### config.mk
export PLATFORM = sky130hd
export DESIGN_NAME = page_write
export DESIGN_NICKNAME = d
export VERILOG_FILES = /design/src/hw/fb_pkg.sv /design/src/hw/page_write.sv /design/src/hw/line_buffer.sv
export VERILOG_INCLUDE_DIRS = /design/src /design/src/hw
export SDC_FILE = /design/constraint.sdc
export NUM_CORES = 2
export LEC_CHECK = 0
export BUFFER_PORTS_ARGS = -buffer_cell sky130_fd_sc_hd__buf_2
export CAP_MARGIN = 15
export CORE_MARGIN = 2
export CORE_UTILIZATION = 35
export CTS_CLUSTER_SIZE = 8
export DETAILED_ROUTE_END_ITERATION = 10
export GPL_ROUTABILITY_DRIVEN = 0
export GPL_TIMING_DRIVEN = 0
export HOLD_SLACK_MARGIN = 0.08
export MAX_ROUTING_LAYER = met4
export PLACE_DENSITY_LB_ADDON = 0.25
export SKIP_CTS_REPAIR_TIMING = 1
export SYNTH_ARGS = -nofsm -noshare
export SYNTH_HDL_FRONTEND = slang
export SYNTH_HIERARCHICAL = 1
export SYNTH_SLANG_ARGS = --single-unit
### constraint.sdc
create_clock -name sdram_clk -period 4.3 [get_ports sdram_clk]
set_input_delay 0.86 -clock sdram_clk [delete_from_list [all_inputs] [get_ports sdram_clk]]
set_output_delay 0.86 -clock sdram_clk [all_outputs]
set_load 0.05 [all_outputs]
### src/hw/fb_cfg.svh
`ifndef FB_CFG_SVH
`define FB_CFG_SVH

// 1024 x 1024 words x 4 frames
`define FB_ADDR_W     22
`define FB_LINE_W     12  // display line number
`define FB_PAGE_W     14  // dma page number

`define FB_BURST_LEN  256 // words per burst
`define FB_LINE_SEGS  4   // bursts per display line
`define FB_PIX_ADDR_W 10  // pixel index within a line

`endif
### src/hw/fb_pkg.sv
`include "fb_cfg.svh"

package fb_pkg;

  typedef logic [15:0] pixel_t;                          // one sdram word
  typedef logic [$clog2(`FB_BURST_LEN):0] burst_len_t;   // 1 to 256 words

  // one burst on the controller port
  typedef struct packed {
    logic                  valid;
    logic                  write;
    logic [`FB_ADDR_W-1:0] addr;
    burst_len_t            len;
  } mem_req_t;

  typedef struct packed {
    logic                  req;
    logic [`FB_LINE_W-1:0] line;
    logic                  buf_a;  // 1 selects buffer a
  } line_req_t;

  typedef struct packed {
    logic                  req;
    logic [`FB_PAGE_W-1:0] page;
  } page_req_t;

  typedef struct packed {
    logic                  req;
    logic [`FB_ADDR_W-1:0] addr;
    pixel_t                data;
  } host_wr_t;

  typedef struct packed {
    logic                  en;
    logic [7:0]            idx;    // word within the staged page
    pixel_t                data;
  } stage_wr_t;

endpackage

### src/hw/page_write.sv
`timescale 1ns/10ps
`include "fb_cfg.svh"

module page_write (
  input  logic               sdram_clk,
  input  logic               sys_rst_n,
  input  fb_pkg::stage_wr_t  stage_wr,
  input  fb_pkg::page_req_t  page_req,
  output logic               page_ack,
  input  fb_pkg::host_wr_t   host_wr,
  output logic               host_ack,
  output fb_pkg::mem_req_t   mem_req,
  input  logic               mem_ack,
  output fb_pkg::pixel_t     mem_wdata,
  output logic               active
);
  import fb_pkg::*;

  localparam int WORD_W = $clog2(`FB_BURST_LEN);

  typedef enum logic [2:0] {ST_IDLE, ST_PAGE, ST_HOST, ST_PDONE, ST_HDONE} state_t;

  state_t                state;
  logic [WORD_W-1:0]     word;
  logic [WORD_W-1:0]     stage_raddr;
  pixel_t                stage_rdata;
  logic [`FB_PAGE_W-1:0] page_q;
  logic [`FB_ADDR_W-1:0] haddr_q;
  pixel_t                hdata_q;

  // read one word ahead on each ack so the registered output holds the word due next
  assign stage_raddr = (state == ST_PAGE && mem_ack) ? word + 1'b1 : word;

  line_buffer #(.DEPTH(`FB_BURST_LEN)) stage_inst (
    .sdram_clk (sdram_clk),
    .we        (stage_wr.en),
    .waddr     (stage_wr.idx),
    .wdata     (stage_wr.data),
    .raddr     (stage_raddr),
    .rdata     (stage_rdata)
  );

  always_ff @(posedge sdram_clk or negedge sys_rst_n) begin
    if (!sys_rst_n) begin
      state   <= ST_IDLE;
      word    <= '0;
      page_q  <= '0;
      haddr_q <= '0;
      hdata_q <= '0;
    end else begin
      case (state)
        ST_IDLE: begin
          word <= '0;
          if (page_req.req) begin
            page_q <= page_req.page;
            state  <= ST_PAGE;
          end else if (host_wr.req) begin
            haddr_q <= host_wr.addr;
            hdata_q <= host_wr.data;
            state   <= ST_HOST;
          end
        end
        ST_PAGE: begin
          if (mem_ack) begin
            word <= word + 1'b1;
            if (word == WORD_W'(`FB_BURST_LEN - 1)) begin
              state <= ST_PDONE;
            end
          end
        end
        ST_HOST: begin
          if (mem_ack) begin
            state <= ST_HDONE;
          end
        end
        ST_PDONE: begin
          if (!page_req.req) begin
            state <= ST_IDLE;
          end
        end
        ST_HDONE: begin
          if (!host_wr.req) begin
            state <= ST_IDLE;
          end
        end
        default: state <= ST_IDLE;
      endcase
    end
  end

  always_comb begin
    mem_req.valid = (state == ST_PAGE) || (state == ST_HOST);
    mem_req.write = 1'b1;
    if (state == ST_HOST) begin
      mem_req.addr = haddr_q;
      mem_req.len  = burst_len_t'(1);
      mem_wdata    = hdata_q;
    end else begin
      mem_req.addr = {page_q, {WORD_W{1'b0}}};
      mem_req.len  = burst_len_t'(`FB_BURST_LEN);
      mem_wdata    = stage_rdata;
    end
  end

  assign page_ack = (state == ST_PDONE);
  assign host_ack = (state == ST_HDONE);
  assign active   = (state == ST_PAGE) || (state == ST_HOST);

endmodule

### src/hw/line_buffer.sv
`timescale 1ns/10ps

module line_buffer #(
  parameter int DEPTH = 1024
) (
  input  logic                     sdram_clk,
  input  logic                     we,
  input  logic [$clog2(DEPTH)-1:0] waddr,
  input  fb_pkg::pixel_t           wdata,
  input  logic [$clog2(DEPTH)-1:0] raddr,
  output fb_pkg::pixel_t           rdata
);
  import fb_pkg::*;

  pixel_t mem [DEPTH];

  always_ff @(posedge sdram_clk) begin
    if (we) begin
      mem[waddr] <= wdata;
    end
    rdata <= mem[raddr];  // registered, one cycle latency
  end

endmodule

==> results.ini <==
[clock_tree]
root_buffer = clkbuf_16
cts_max_level = 6
tritoncts = done
insertion_delay_ns = 1.08
cts_made_buffers = 595
clkTransAtPathRegs_ns = 0.05
cts_sinks = 4175
cts_buffer_depth = 4

[yosys]
synth_common_cells = 4,096 x edfxtp_1, 797 x mux4_2, 567 x mux2i_1
synth-simple-area-share_pct = 1.73
synth.most_common_cell = edfxtp_1
synth_area_leaders = edfxtp_1 76%, mux4_2 11%, mux2i_1 3.5%
synth_top_cell_area_share_pct = 75.9
postSynth.asyncResetShare_pct = 1.51
syn_avg_cell_area_um2 = 21.3
synth_top_family_by_area = multiplexers
ys_seq_area_share_pct = 77.1
synth.area.mux_share_pct = 15.8
yosysTopAreaCell = edfxtp_1
netlist-cell-type-count = 68
synthAdderAreaFrac_pct = 0.00773
synth_seq_cells = 4175
synth_xor_area_share_pct = 0.0479
synth-edff-count = 4096
synth_cells = 7600
netlist_area_um2 = 162000
synth_compound_area_share_pct = 3.50
yosys_warnings = 6
yosys_most_used_dff = edfxtp_1

[route]
wl_mm = 529
ant_nets = 0
vias_per_cell = 5.79
wire_per_inst_um = 35.3
num_vias = 86827
dr.pass1.iters = 8
drt_iter0_markers = 12032
drc = 0

[floorplanning]
ioPinCount = 134
dieArea_um2 = 468000
core_um2 = 460000
initial_core_util_pct = 35.2
fp.dieW_um = 684
rows = 249
die_y_um = 684

[status]
violations = negative setup slack
outcome = finished with violations

[power]
finalPower_mw = 131
p_per_area_nw_per_um2 = 665
leakage_nw = 61.5
ir_worst_vdd_mv = 0.465

[grt]
grt_pass1_wl_mm = 711
grt_max_degree = 143
grt_pass1_vias = 85397
overflow = 0
antenna_found_initial = 37
grtUsageTotal_pct = 22.5

[sta]
clock_skew_ns = 0.0748
setup_slack_ns = -0.221
fmax_ghz = 0.221
setup_viol = 8
worst_pin_slew_ns = 1.11
slew_headroom_pct = 25.7
finalCritPeriodShare_pct = 105
hold_violations = 0
tns_ns = -0.736
grt_setup_unrepaired = true
period_minus_slack_ns = 4.52
maxSlewViolCount = 0

[critical_path]
crit_top_cell = buf_12
cp_num_buf_inv = 8
start_kind = flop
crit_path_end_kind = flop
critPathArrivalTime_ns = 5.48
crit_chain = nand4bb_1 > clkbuf_4 > xnor2_4 > clkbuf_16 > buf_12 > buf_12 > buf_16 > buf_12 > buf_16 > mux2i_1 > o221ai_2 > o32ai_1 > a22oi_2 > nand4_1 > nor4_2 > buf_4
worstPathRequired_ns = 5.26
cpMaxStageDelayCell = a22oi_2
cp_max_fo = 10
slowest_delay_ns = 0.60
crit_type = reg2reg
crit_family = buffers and inverters

[run]
drv_cap = 0

[place]
preCtsSetupSlack_ns = -3.08
place_hpwl_mm = 364
io_buffers = 120

[finish]
synthToLayoutAreaGrowth_pct = 22.0
drive_above_1_share_pct = 35.5
fin_nets = 8821
n_fill_cell = 39492

[worst_hold_path]
hp-class = in2reg

[registers in the layout (all words and copies together) (netlist names)]
register          cells
haddr_q              22
word                  8
state                 3
stage_inst/rdata     16
hdata_q              16
stage_inst/mem     4096
page_q               14
[cells by family (layout without fill, tap and decap cells)]
| group | count (synthesis) | in the layout |
|---|---|---|
| xor gates and xnor gates | 8 | 8 |
| DFF | 4175 | 4175 |
| and+or+nand+nor | 603 | 603 |
| adders and majority gates | 1 | 1 |
| buffers and inverters | 481 | 1703 |
| muxes | 1535 | 1535 |
| AOI/OAI and AO/OA | 795 | 795 |
| other | 2 | 31 |
[metrics by stage]
step                      cell area, µm²  utilization [%]  hold slack (ns)  instances
final                             198000             42.9           0.0984      15000
after global routing              198000             42.9           0.0810      14994
after CTS                         193000             41.9           -0.267      14879
after detailed placement          177000             38.3            0.488      14192
after global placement            170000             37.0            0.482      13875
after floorplan                   162000                -            0.473       7606
[layout by cell type, fill, tap and decap left out, types with 21 or more instances in the layout]
| cell | netlist | routed |
|---|---|---|
| edfxtp_1 | 4096 | 4096 |
| clkbuf_2 | 0 | 113 |
| clkbuf_16 | 0 | 604 |
| nor3_1 | 94 | 39 |
| nand2_1 | 47 | 44 |
| buf_6 | 79 | 92 |
| nor3_4 | 0 | 22 |
| mux2_2 | 148 | 148 |
| a22o_1 | 33 | 23 |
| mux2i_1 | 567 | 566 |
| diode_2 | 0 | 23 |
| buf_2 | 80 | 152 |
| mux2_4 | 21 | 21 |
| nor2_2 | 0 | 259 |
| mux4_2 | 797 | 797 |
| o221ai_1 | 252 | 154 |
| clkbuf_4 | 0 | 64 |
| a22oi_1 | 43 | 35 |
| o22ai_1 | 148 | 130 |
| buf_16 | 0 | 81 |
| buf_4 | 43 | 115 |
| buf_8 | 11 | 251 |
| nor3_2 | 4 | 37 |
| clkbuf_1 | 230 | 69 |
| nand4_1 | 28 | 28 |
| buf_12 | 5 | 48 |
| o21ai_0 | 41 | 26 |
| nand3_1 | 38 | 35 |
| nor2_1 | 308 | 45 |
| o221ai_2 | 1 | 89 |
| a21oi_1 | 176 | 146 |
| dfrtp_1 | 63 | 63 |
| dlygate4sd3_1 | 0 | 46 |
[worst paths after layout]
kind,from,endpoint,slack (ns),cells past startpoint
setup / recovery,state[1]$_DFFE_PN0P_,stage_inst/rdata[1]$_DFF_P_,-0.22,16
hold / removal,page_req[0],page_q[0]$_DFFE_PN0P_,0.1,2
setup reg to reg,state[1]$_DFFE_PN0P_,stage_inst/rdata[1]$_DFF_P_,-0.22,16
hold reg to reg,page_q[10]$_DFFE_PN0P_,page_q[10]$_DFFE_PN0P_,0.50,1
max in group asynchronous,sys_rst_n,word[6]$_DFFE_PN0P_,3.42,3
min in group asynchronous,sys_rst_n,haddr_q[15]$_DFFE_PN0P_,0.31,2
[per-layer routing]
layer	share of wire (%)	vias to the layer above	wire, µm	GRT usage (%)
li1	-	34290	-	-
met1	39	46467	205000	29.7
met5	0	-	0	-
met4	4.8	0	25200	9.03
met2	45	5035	239000	33.4
met3	11	1035	60300	5.95
[area by class of cell]
class / instances / area, µm² / share of cell area, %
Inverter: 6 / 25.0 / 0.0127
Antenna cell: 23 / 57.6 / 0.0291
Clock buffer: 627 / 15200 / 7.68
Sequential cell: 4175 / 125000 / 63.2
Timing Repair Buffer: 536 / 7090 / 3.59
Tap cell: 6149 / 7690 / 3.89
Multi-Input combinational cell: 2950 / 37400 / 18.9
Clock inverter: 60 / 1010 / 0.512
Buffer: 474 / 4250 / 2.15
[power breakdown]
part	total, mW	internal (mW)	switching (mW)
combinational	44.2	18.4	25.8
sequential	45.4	45.2	0.202
clock	41.8	24.9	16.9
total	131	88.5	42.9
Note: power is estimated with default switching activity, not from simulation.
