==> src/hw/fb_cfg.svh <==
`ifndef FB_CFG_SVH
`define FB_CFG_SVH

// 1024 x 1024 words x 4 frames
`define FB_ADDR_W     22
`define FB_LINE_W     12  // display line number
`define FB_PAGE_W     14  // dma page number

`define FB_BURST_LEN  256 // words per burst
`define FB_LINE_SEGS  4   // bursts per display line
`define FB_PIX_ADDR_W 10  // pixel index within a line

`endif
==> src/hw/fb_pkg.sv <==
`include "fb_cfg.svh"

package fb_pkg;

  typedef logic [15:0] pixel_t;                          // one sdram word
  typedef logic [$clog2(`FB_BURST_LEN):0] burst_len_t;   // 1 to 256 words

  // one burst on the controller port
  typedef struct packed {
    logic                  valid;
    logic                  write;
    logic [`FB_ADDR_W-1:0] addr;
    burst_len_t            len;
  } mem_req_t;

  typedef struct packed {
    logic                  req;
    logic [`FB_LINE_W-1:0] line;
    logic                  buf_a;  // 1 selects buffer a
  } line_req_t;

  typedef struct packed {
    logic                  req;
    logic [`FB_PAGE_W-1:0] page;
  } page_req_t;

  typedef struct packed {
    logic                  req;
    logic [`FB_ADDR_W-1:0] addr;
    pixel_t                data;
  } host_wr_t;

  typedef struct packed {
    logic                  en;
    logic [7:0]            idx;    // word within the staged page
    pixel_t                data;
  } stage_wr_t;

endpackage

==> src/hw/burst_arbiter.sv <==
`timescale 1ns/10ps

module burst_arbiter (
  input  logic             sdram_clk,
  input  logic             sys_rst_n,
  input  fb_pkg::mem_req_t line_mem,
  input  fb_pkg::mem_req_t page_mem,
  output logic             line_grant_ack,
  output logic             page_grant_ack,
  output fb_pkg::mem_req_t mem_req,
  input  logic             mem_ack
);

  typedef enum logic [1:0] {GR_NONE, GR_LINE, GR_PAGE} grant_t;

  grant_t grant;
  grant_t grant_nxt;
  logic   holder_busy;

  // the holder keeps the port until it drops valid
  assign holder_busy = (grant == GR_LINE && line_mem.valid) ||
                       (grant == GR_PAGE && page_mem.valid);

  always_comb begin
    grant_nxt = grant;
    if (!holder_busy) begin
      if (line_mem.valid) begin
        grant_nxt = GR_LINE;  // display first
      end else if (page_mem.valid) begin
        grant_nxt = GR_PAGE;
      end else begin
        grant_nxt = GR_NONE;
      end
    end
  end

  always_ff @(posedge sdram_clk or negedge sys_rst_n) begin
    if (!sys_rst_n) begin
      grant <= GR_NONE;
    end else begin
      grant <= grant_nxt;
    end
  end

  always_comb begin
    case (grant)
      GR_LINE: mem_req = line_mem;
      GR_PAGE: mem_req = page_mem;
      default: mem_req = '0;
    endcase
  end

  // only the grant holder sees acks
  assign line_grant_ack = mem_ack && (grant == GR_LINE);
  assign page_grant_ack = mem_ack && (grant == GR_PAGE);

endmodule

==> config.mk <==
export PLATFORM = sky130hd
export DESIGN_NAME = burst_arbiter
export DESIGN_NICKNAME = d
export VERILOG_FILES = /design/src/hw/fb_pkg.sv /design/src/hw/burst_arbiter.sv
export VERILOG_INCLUDE_DIRS = /design/src /design/src/hw
export SDC_FILE = /design/constraint.sdc
export NUM_CORES = 1
export LEC_CHECK = 0
export ABC_AREA = 1
export BUFFER_PORTS_ARGS = -buffer_cell sky130_fd_sc_hd__buf_4
export CORE_MARGIN = 2
export CORE_UTILIZATION = 34
export CTS_CLUSTER_SIZE = 12
export DETAILED_ROUTE_END_ITERATION = 6
export PLACE_DENSITY = 0.82
export RECOVER_POWER = 25
export SLEW_MARGIN = 40
export SYNTH_ARGS = -nofsm -noshare
export SYNTH_HDL_FRONTEND = slang
export SYNTH_SLANG_ARGS = --single-unit
==> constraint.sdc <==
create_clock -name sdram_clk -period 3 [get_ports sdram_clk]
set_clock_uncertainty 0.2 [all_clocks]
set_input_delay 0.3 -clock sdram_clk [delete_from_list [all_inputs] [get_ports sdram_clk]]
set_output_delay 0.3 -clock sdram_clk [all_outputs]
set_load 0.03 [all_outputs]
==> run_results.csv, run 1 <==
group,metric,value,unit
setup_path,slowest_stage,"clkbuf_1",
route,dr.pass1.iters,4,
worst_hold_path,min_path_type,"in2reg",
yosys,synthAdderAreaFrac,3.135,%
setup_path,path_class,"reg2out",
final_layout,final_cell_mix,"buf_4, nand2_1, nand2_2, a21oi_2, a21oi_1",
final_layout,area_growth,91.22,%
sta,relSlewSlack,57.03,%
cts,cts_tree,"yes",
die,fp.dieW,52.46,um
sta,setup_violations,0,
cts,clk_latency,0.22,ns
final_layout,multi_input_area,601.8,sq um
yosys,synth-seq-area-share,6.270,%
placed_design,placedInstanceArea,0.001516,sq mm
placed_design,place_ws,1.069,ns
yosys,synth_top_family_by_area,"simple AND/OR/NAND/NOR gates",
die,fp-row-count,17,
route,drtIter0Drc,6,
yosys,synth_seq_cells,2,
final_layout,area.sequential,50.05,sq um
final_layout,design_area,0.001526,sq mm
sta,worst_slack,0.5699,ns
yosys,synth_area_leaders,"nand2_1, a21oi_2, nand2_2, a21oi_1, buf_12",
route,viasPerCell,4.634,
route,vias,1191,
setup_path,crit_family,"buffers and inverters",
setup_path,start_kind,"register",
yosys,synth_compound_gate_area_share,30.09,%
setup_path,cp_common_cell,"clkbuf_1",
final_layout,nFillCells,184,
sta,rsz0062_at_grt,"false",
power,powerDensity,385.5,mW/mm^2
cts,cts.path.max_buffers,2,
cts,post_cts_buffers,0,
final_layout,drive_above_1_share,63.32,%
cts,cts.reportedPaths.clkPinSlew,0.03,ns
yosys,yosys.area_share.simple,42.16,%
setup_path,ff2ff_setup_slack,1.39,ns
cts,htree_levels,1,
sta,max_freq,0.4115,GHz
global_route,grt-ovfl-total,0,
placed_design,gp_congestion,0.7370,
outcome,status,"complete, no violations",
final_layout,nets,302,
yosys,netlist_instances,129,
global_route,grt_max_degree,35,
global_route,antenna_found_initial,0,
setup_path,path_max_fanout,15,
setup_path,cp.required,2.50,ns
die,core_area,0.002212,sq mm
yosys,yosysTopAreaCell,"nand2_1",
global_route,grt_pass1_wl,4416,um
sta,worst_slew_pin_slew,0.6445,ns
route,drtAntennaViolNets,0,
power,p_leak,0.7605,nW
cts,cts-buffers-inserted,3,
setup_path,crit_buf_inv,3,
setup_path,critical_path.max_stage_delay,0.50,ns
yosys,synth_top_area_share,24.92,%
global_route,grt_pass1_vias,1161,
sta,hold_viol_final,0,
cts,clock_sinks,2,
yosys,synth_fp_nets,200,
sta,fin_crit,2.430,ns
cts,cts-root-buf,"clkbuf_4",
die,ios,104,
final_layout,top_regs,"grant x2",
final_layout,largest_register_ffs,2,
yosys,synthMuxAreaShare,0,%
setup_path,critPathCaptureType,"primary output",
setup_path,crit_chain,"inv_1 -> ha_1 -> clkbuf_1 -> nand2_1 -> a21oi_2 -> clkbuf_1",
route,routed_wl,2811,um
die,die_y,52.46,um
sta,tns,0,ns
die,start_util,36.09,%
power,vdd_ir_drop_max,312.3,uV
yosys,yosys_warnings,0,
flow_run,cap_violations,0,
yosys,synth_xor_area_share,0,%
placed_design,dpl.hpwl,2285,um
global_route,grt_usage,20.52,%
final_layout,final_common_cell,"buf_4",
sta,period_share,81.00,%
yosys,synth_area_per_cell,6.188,sq um
final_layout,antenna_cells,0,
placed_design,portBuffers,103,
route,wire_per_inst,10.94,um
yosys,synth_cell_types,13,
setup_path,arrival,1.93,ns
final_layout,largest-register,"grant",
yosys,syn_area,798.3,sq um
die,die_area,0.002752,sq mm
sta,report.final.slew_viol_count,0,
route,route.detailed.drc,0,
[through the flow]
| step | hold WS (ns) | total power, mW | util, % | cells |
|---|---|---|---|---|
| after floorplan | -0.1956 | 0.3815 | - | 129 |
| after global placement | -0.1173 | 0.5267 | 68.55 | 253 |
| after detailed placement | -0.1144 | 0.5379 | 68.55 | 253 |
| after CTS | 0.1242 | 0.6009 | 70.02 | 257 |
| after global routing | 0.1453 | 0.6301 | 69.00 | 257 |
| final | 0.1223 | 0.5884 | 69.00 | 257 |
[logic make-up after synthesis]
| logic type | Yosys count |
|---|---|
| flip-flops | 2 |
| AO/OA/AOI/OAI | 33 |
| adder cells (fa/ha/maj) | 2 |
| AND/OR/NAND/NOR | 75 |
| buffers and inverters | 17 |
[cells in the mapped netlist, drive strengths merged]
library cell,number
nand2,73
ha,2
nand3,1
a21oi,33
buf,12
dfrtp,2
inv,5
nand3b,1
[repair_timing]
action / 4_1_cts / 5_1_grt
endpoints found under the hold margin: 2 / 0
gates resized for setup: 0 / 0
hold buffers: 1 / 0
[worst min-delay path, delay by kind of cell]
family / cells / cell delay (ns)
simple gates: 2 / 0.12
buf+inv: 1 / 0.08
[layer usage]
layer  track usage (%)  routed length (um)  up-vias
met5                 0                   0        -
met4             5.983                   6        0
met3             4.000                 275        2
met2             40.00                1499       63
met1             21.71                1028      520
li1                  -                   -      606
[layout make-up]
cell class              instances  share of cell area, %
inverters                       5                  1.230
repair buffers                109                  52.30
multi-input cells             110                  39.43
well taps                      28                  2.295
flip-flops and latches          2                  3.279
clock buffers                   3                  1.475
[path summary, 6_finish.rpt]
check	from	endpoint	depth (start not counted)
max in group asynchronous	sys_rst_n	grant[1]	2
hold / removal	page_mem[32]	grant[1]	3
min in group asynchronous	sys_rst_n	grant[0]	2
setup reg to reg	grant[1]	grant[0]	7
hold reg to reg	grant[1]	grant[1]	2
setup / recovery	grant[0]	mem_req[14]	6
[where the power goes]
part	switching, mW	internal (mW)	leakage (nW)	total [mW]
registers	0.00282	0.0309	0.0248	0.0338
clock network	0.0155	0.0441	0.0138	0.0596
logic	0.306	0.189	0.722	0.495
total	0.324	0.265	0.760	0.588
Power figures use the tool's default switching activity.
==> inputs of run 2 (changes only) <==
- CORE_UTILIZATION: 34 -> 32
- PLACE_DENSITY: 0.82 -> 0.77
- clock period: 3 -> 2.3 ns (I/O delays scaled with it)
==> run 2 against run 1 <==
Design area rose by 0.74%. Critical path depth shrank 1. Via count decreased by 1.3%. Die area rose by 5.8%. Combinational power is 31% higher. Total power rose by 31%.
==> run_results.csv, run 2 (same netlist as run 1, synthesis figures left out) <==
group,metric,value,unit
global_route,grt_usage,20.46,%
setup_path,critical_path.max_stage_delay,0.36,ns
setup_path,critPathCaptureType,"primary output",
final_layout,nets,301,
route,dr.pass1.iters,4,
global_route,grt_pass1_wl,4436,um
global_route,grt_max_degree,35,
final_layout,drive_above_1_share,63.60,%
setup_path,cp.required,1.87,ns
die,die_area,0.002910,sq mm
setup_path,path_class,"reg2out",
setup_path,startpoint,"grant[0]",
cts,ctsResizeCount,0,
setup_path,crit_chain,"inv_1 -> ha_1 -> clkbuf_4 -> a21oi_1 -> buf_4",
flow_run,cap_violations,0,
sta,period_share,92.11,%
setup_path,r2r_cells,5,
route,drtAntennaViolNets,0,
setup_path,path_max_fanout,33,
cts,post_cts_buffers,0,
sta,tns,0,ns
die,core_area,0.002410,sq mm
cts,clk_latency,0.22,ns
sta,setup_violations,0,
die,start_util,33.13,%
final_layout,top_regs,"grant x2",
cts,cts-root-buf,"clkbuf_4",
setup_path,cp.depth,5,
cts,cts.path.max_buffers,2,
final_layout,area_growth,92.63,%
sta,rsz0062_at_grt,"false",
route,wire_per_inst,11.05,um
sta,relSlewSlack,68.73,%
die,fp-row-count,18,
sta,fin_crit,2.118,ns
setup_path,arrival,1.69,ns
placed_design,gp_congestion,0.7792,
worst_hold_path,min_path_type,"in2reg",
cts,cts-buffers-inserted,3,
route,viasPerCell,4.554,
cts,cts.reportedPaths.clkPinSlew,0.03,ns
route,drtIter0Drc,14,
die,fp.dieW,53.95,um
sta,max_freq,0.4720,GHz
global_route,grt-ovfl-total,0,
placed_design,portBuffers,103,
setup_path,r2r-end,"grant[1]",
route,vias,1175,
setup_path,ff2ff_setup_slack,0.82,ns
power,powerDensity,500.4,mW/mm^2
final_layout,largest_register_ffs,2,
global_route,antenna_found_initial,0,
final_layout,final_common_cell,"buf_4",
outcome,status,"complete, no violations",
power,vdd_ir_drop_max,336.6,uV
cts,cts_tree,"yes",
sta,hold_viol_final,0,
route,routed_wl,2851,um
power,p_leak,0.7717,nW
sta,report.final.slew_viol_count,0,
die,die_y,53.95,um
global_route,grt_pass1_vias,1170,
setup_path,worstReg2RegStart,"grant[0]",
final_layout,largest-register,"grant",
cts,clock_sinks,2,
placed_design,dpl.hpwl,2341,um
route,route.detailed.drc,0,
setup_path,start_kind,"register",
setup_path,crit_buf_inv,3,
worst_hold_path,holdPathStages,3,
die,ios,104,
cts,htree_levels,1,
setup_path,slowest_stage,"dfrtp_1",
final_layout,final_cell_mix,"buf_4, nand2_1, nand2_2, a21oi_2, a21oi_1",
final_layout,antenna_cells,0,
setup_path,crit_path_end,"mem_req[28]",
sta,hold_slack,0.06739,ns
final_layout,nFillCells,228,
setup_path,crit_family,"buffers and inverters",
sta,worst_slew_pin_slew,0.4691,ns
run 2: cell types whose count changed in the layout (fill, tap and decap cells not counted):
cell      change
clkbuf_4      +1
a21oi_2       -2
clkbuf_1      -3
buf_12        +1
a21oi_1       +2
run 2: cell type report:
type / instances / area [sq um] / area share [%]
sequential: 2 / 50.05 / 3.255
clock buffer: 3 / 22.52 / 1.465
multi-input combinational: 110 / 594.3 / 38.65
inverter: 5 / 18.77 / 1.221
timing repair buffer: 108 / 814.5 / 52.97
tap: 30 / 37.54 / 2.441
run 2: power by group:
| group | total, mW | switching (mW) | internal (mW) |
|---|---|---|---|
| combinational | 0.650 | 0.396 | 0.254 |
| sequential | 0.0441 | 0.00377 | 0.0404 |
| clock | 0.0757 | 0.0182 | 0.0574 |
| total | 0.769 | 0.418 | 0.352 |
run 2: per-stage QoR:
stage          instance area [sq um]  instances  total power, mW  worst slack (ns)  utilization, %
6_report                        1538        258           0.7695            0.1815           63.81
5_1_grt                         1538        258           0.8309           0.05720           63.81
4_1_cts                         1556        258           0.7863            0.2211           64.59
3_5_place_dp                    1524        254           0.7057            0.4666           63.24
3_3_place_gp                    1524        254           0.6912            0.5466           63.24
2_1_floorplan                  798.3        129           0.4976            0.4080               -
run 2: metal layers:
metal | share of wire (%) | track usage [%]
met4 | 1.0 | 8.547
met3 | 8.2 | 5.278
met2 | 54 | 40.04
met5 | 0 | 0
met1 | 36 | 19.80
run 2: worst reg2reg max path, stage by stage (launching register included):
cell	delay, ns
dfrtp_1	0.38
inv_1	0.06
ha_1	0.29
buf_4	0.24
nand3b_1	0.12
nand2_1	0.06
run 2: how the worst min path moves through the flow:
stage / start / to / slack (ns)
global route: page_mem[32] / grant[1] / 0.08
finish: page_mem[32] / grant[1] / 0.07
global placement: sys_rst_n / grant[1] / -0.19
floorplan: sys_rst_n / grant[0] / -0.27
CTS: page_mem[32] / grant[1] / 0.07
detailed placement: sys_rst_n / grant[1] / -0.18
run 2: timing repair:
action	in CTS	in global routing
hold buffers	1	0
endpoints found under the setup margin	0	0
hold endpoints to repair	2	0
==> inputs of run 3 (changes only) <==
- CORE_MARGIN: 2 -> 10
==> run 3 against run 2 <==
Wire length is 22% higher. Sequential cell count unchanged. Hold slack got worse by 0.015 ns. Register-to-register slack gained 0.03 ns. Core utilization decreased by 0.18 points. Design area up 0.65%. Clock power rose by 3.3%. Critical path depth increased by 1. Global-route usage decreased by 7.4 points. Via count decreased by 2.7%. Non-clock buffer count is 1 higher. Sequential share of layout area hardly changed. Critical path type unchanged. Largest power group unchanged.
==> run_results.csv, run 3 (same netlist as run 1, synthesis figures left out) <==
group,metric,value,unit
sta,fin_crit,2.042,ns
final_layout,drive_above_1_share,64.63,%
route,vias,1143,
route,drtAntennaViolNets,0,
die,die_area,0.004892,sq mm
final_layout,area_growth,93.89,%
route,dr.pass1.iters,4,
flow_run,cap_violations,0,
die,core_area,0.002432,sq mm
route,route.detailed.drc,0,
global_route,grt_usage,13.06,%
placed_design,portBuffers,103,
die,fp-row-count,18,
cts,cts.reportedPaths.clkPinSlew,0.03,ns
cts,post_cts_buffers,0,
cts,cts-root-buf,"clkbuf_4",
sta,relSlewSlack,74.56,%
cts,clock_sinks,2,
final_layout,nets,302,
route,drtIter0Drc,73,
setup_path,start_kind,"register",
setup_path,path_class,"reg2out",
die,fp.dieW,69.95,um
sta,setup_violations,0,
cts,htree_levels,1,
route,routed_wl,3467,um
placed_design,dpl.hpwl,2886,um
die,start_util,32.82,%
cts,cts.path.max_buffers,2,
final_layout,top_regs,"grant x2",
worst_hold_path,min_path_type,"in2reg",
route,wire_per_inst,13.39,um
cts,cts-buffers-inserted,3,
route,viasPerCell,4.413,
global_route,antenna_found_initial,0,
final_layout,final_cell_mix,"buf_4, nand2_1, nand2_2, a21oi_2, a21oi_1",
sta,max_freq,0.4897,GHz
cts,cts_tree,"yes",
placed_design,gp_congestion,0.7164,
sta,period_share,88.78,%
sta,hold_viol_final,0,
cts,clk_latency,0.23,ns
power,p_leak,0.7752,nW
global_route,grt_pass1_vias,1166,
global_route,grt_max_degree,35,
setup_path,cp.required,1.87,ns
sta,report.final.slew_viol_count,0,
setup_path,arrival,1.61,ns
sta,tns,0,ns
sta,hold_slack,0.05193,ns
sta,worst_slew_pin_slew,0.3832,ns
power,powerDensity,505.5,mW/mm^2
final_layout,antenna_cells,0,
final_layout,largest-register,"grant",
setup_path,path_max_fanout,34,
final_layout,postLayoutCoreUtil,63.63,%
global_route,grt-ovfl-total,0,
outcome,status,"complete, no violations",
final_layout,final_common_cell,"buf_4",
final_layout,largest_register_ffs,2,
global_route,grt_pass1_wl,5526,um
sta,rsz0062_at_grt,"false",
setup_path,critPathCaptureType,"primary output",
die,die_y,69.95,um
power,vdd_ir_drop_max,327.5,uV
die,ios,104,
## run 3: cell types whose count changed in the layout (fill, tap and decap cells not counted), sizes merged
cell,before,now
clkbuf,7,8
## run 3: what timing repair did
item | 4_1_cts | 5_1_grt
gates resized for setup | 0 | 0
hold buffers | 1 | 0
endpoints found under the hold margin | 2 | 0
## run 3: critical path, cell delays in order, from the launching register on
cell	delay [ns]
dfrtp_1	0.38
inv_1	0.06
ha_1	0.18
buf_12	0.22
nand2_2	0.07
a21oi_2	0.12
clkbuf_1	0.33
## run 3: per-stage QoR
stage,setup slack (ns),total power [mW],instance area [sq um],cells
after floorplan,0.4080,0.4976,798.3,129
final,0.2581,0.7824,1548,259
after detailed placement,0.5952,0.7187,1531,255
after global placement,0.6160,0.7129,1531,255
after CTS,0.3426,0.8029,1564,259
after global routing,0.1343,0.8442,1548,259
## run 3: path summary, 6_finish.rpt
kind                               from     endpoint  slack (ns)  depth (start not counted)
min in group asynchronous     sys_rst_n     grant[1]        0.12                          2
max reg2reg                    grant[1]     grant[1]        0.85                          7
min reg2reg                    grant[0]     grant[0]        0.29                          2
min                        page_mem[32]     grant[1]        0.05                          3
max                            grant[1]  mem_req[30]        0.26                          6
max in group asynchronous     sys_rst_n     grant[0]        1.65                          2
## run 3: area by class of cell
class | count | area, sq um
Inverter | 5 | 18.77
Timing Repair Buffer | 109 | 817.0
Clock buffer | 3 | 22.52
Multi-Input combinational cell | 110 | 601.8
Sequential cell | 2 | 50.05
Tap cell | 30 | 37.54
Fill cell | 247 | 884.6
## run 3: layer usage
layer | GRT usage [%] | vias to the layer above | wire (um)
met1 | 15.10 | 476 | 1352
met2 | 21.95 | 58 | 1729
met3 | 5.367 | 2 | 371
met5 | 0 | - | 0
met4 | 2.632 | 0 | 14
li1 | - | 607 | -
## run 3: power breakdown
| part | leakage [nW] | switching (mW) | total, mW | internal, mW |
|---|---|---|---|---|
| combinational | 0.737 | 0.402 | 0.660 | 0.258 |
| clock | 0.0138 | 0.0206 | 0.0782 | 0.0576 |
| sequential | 0.0248 | 0.00371 | 0.0441 | 0.0404 |
| total | 0.775 | 0.426 | 0.782 | 0.356 |
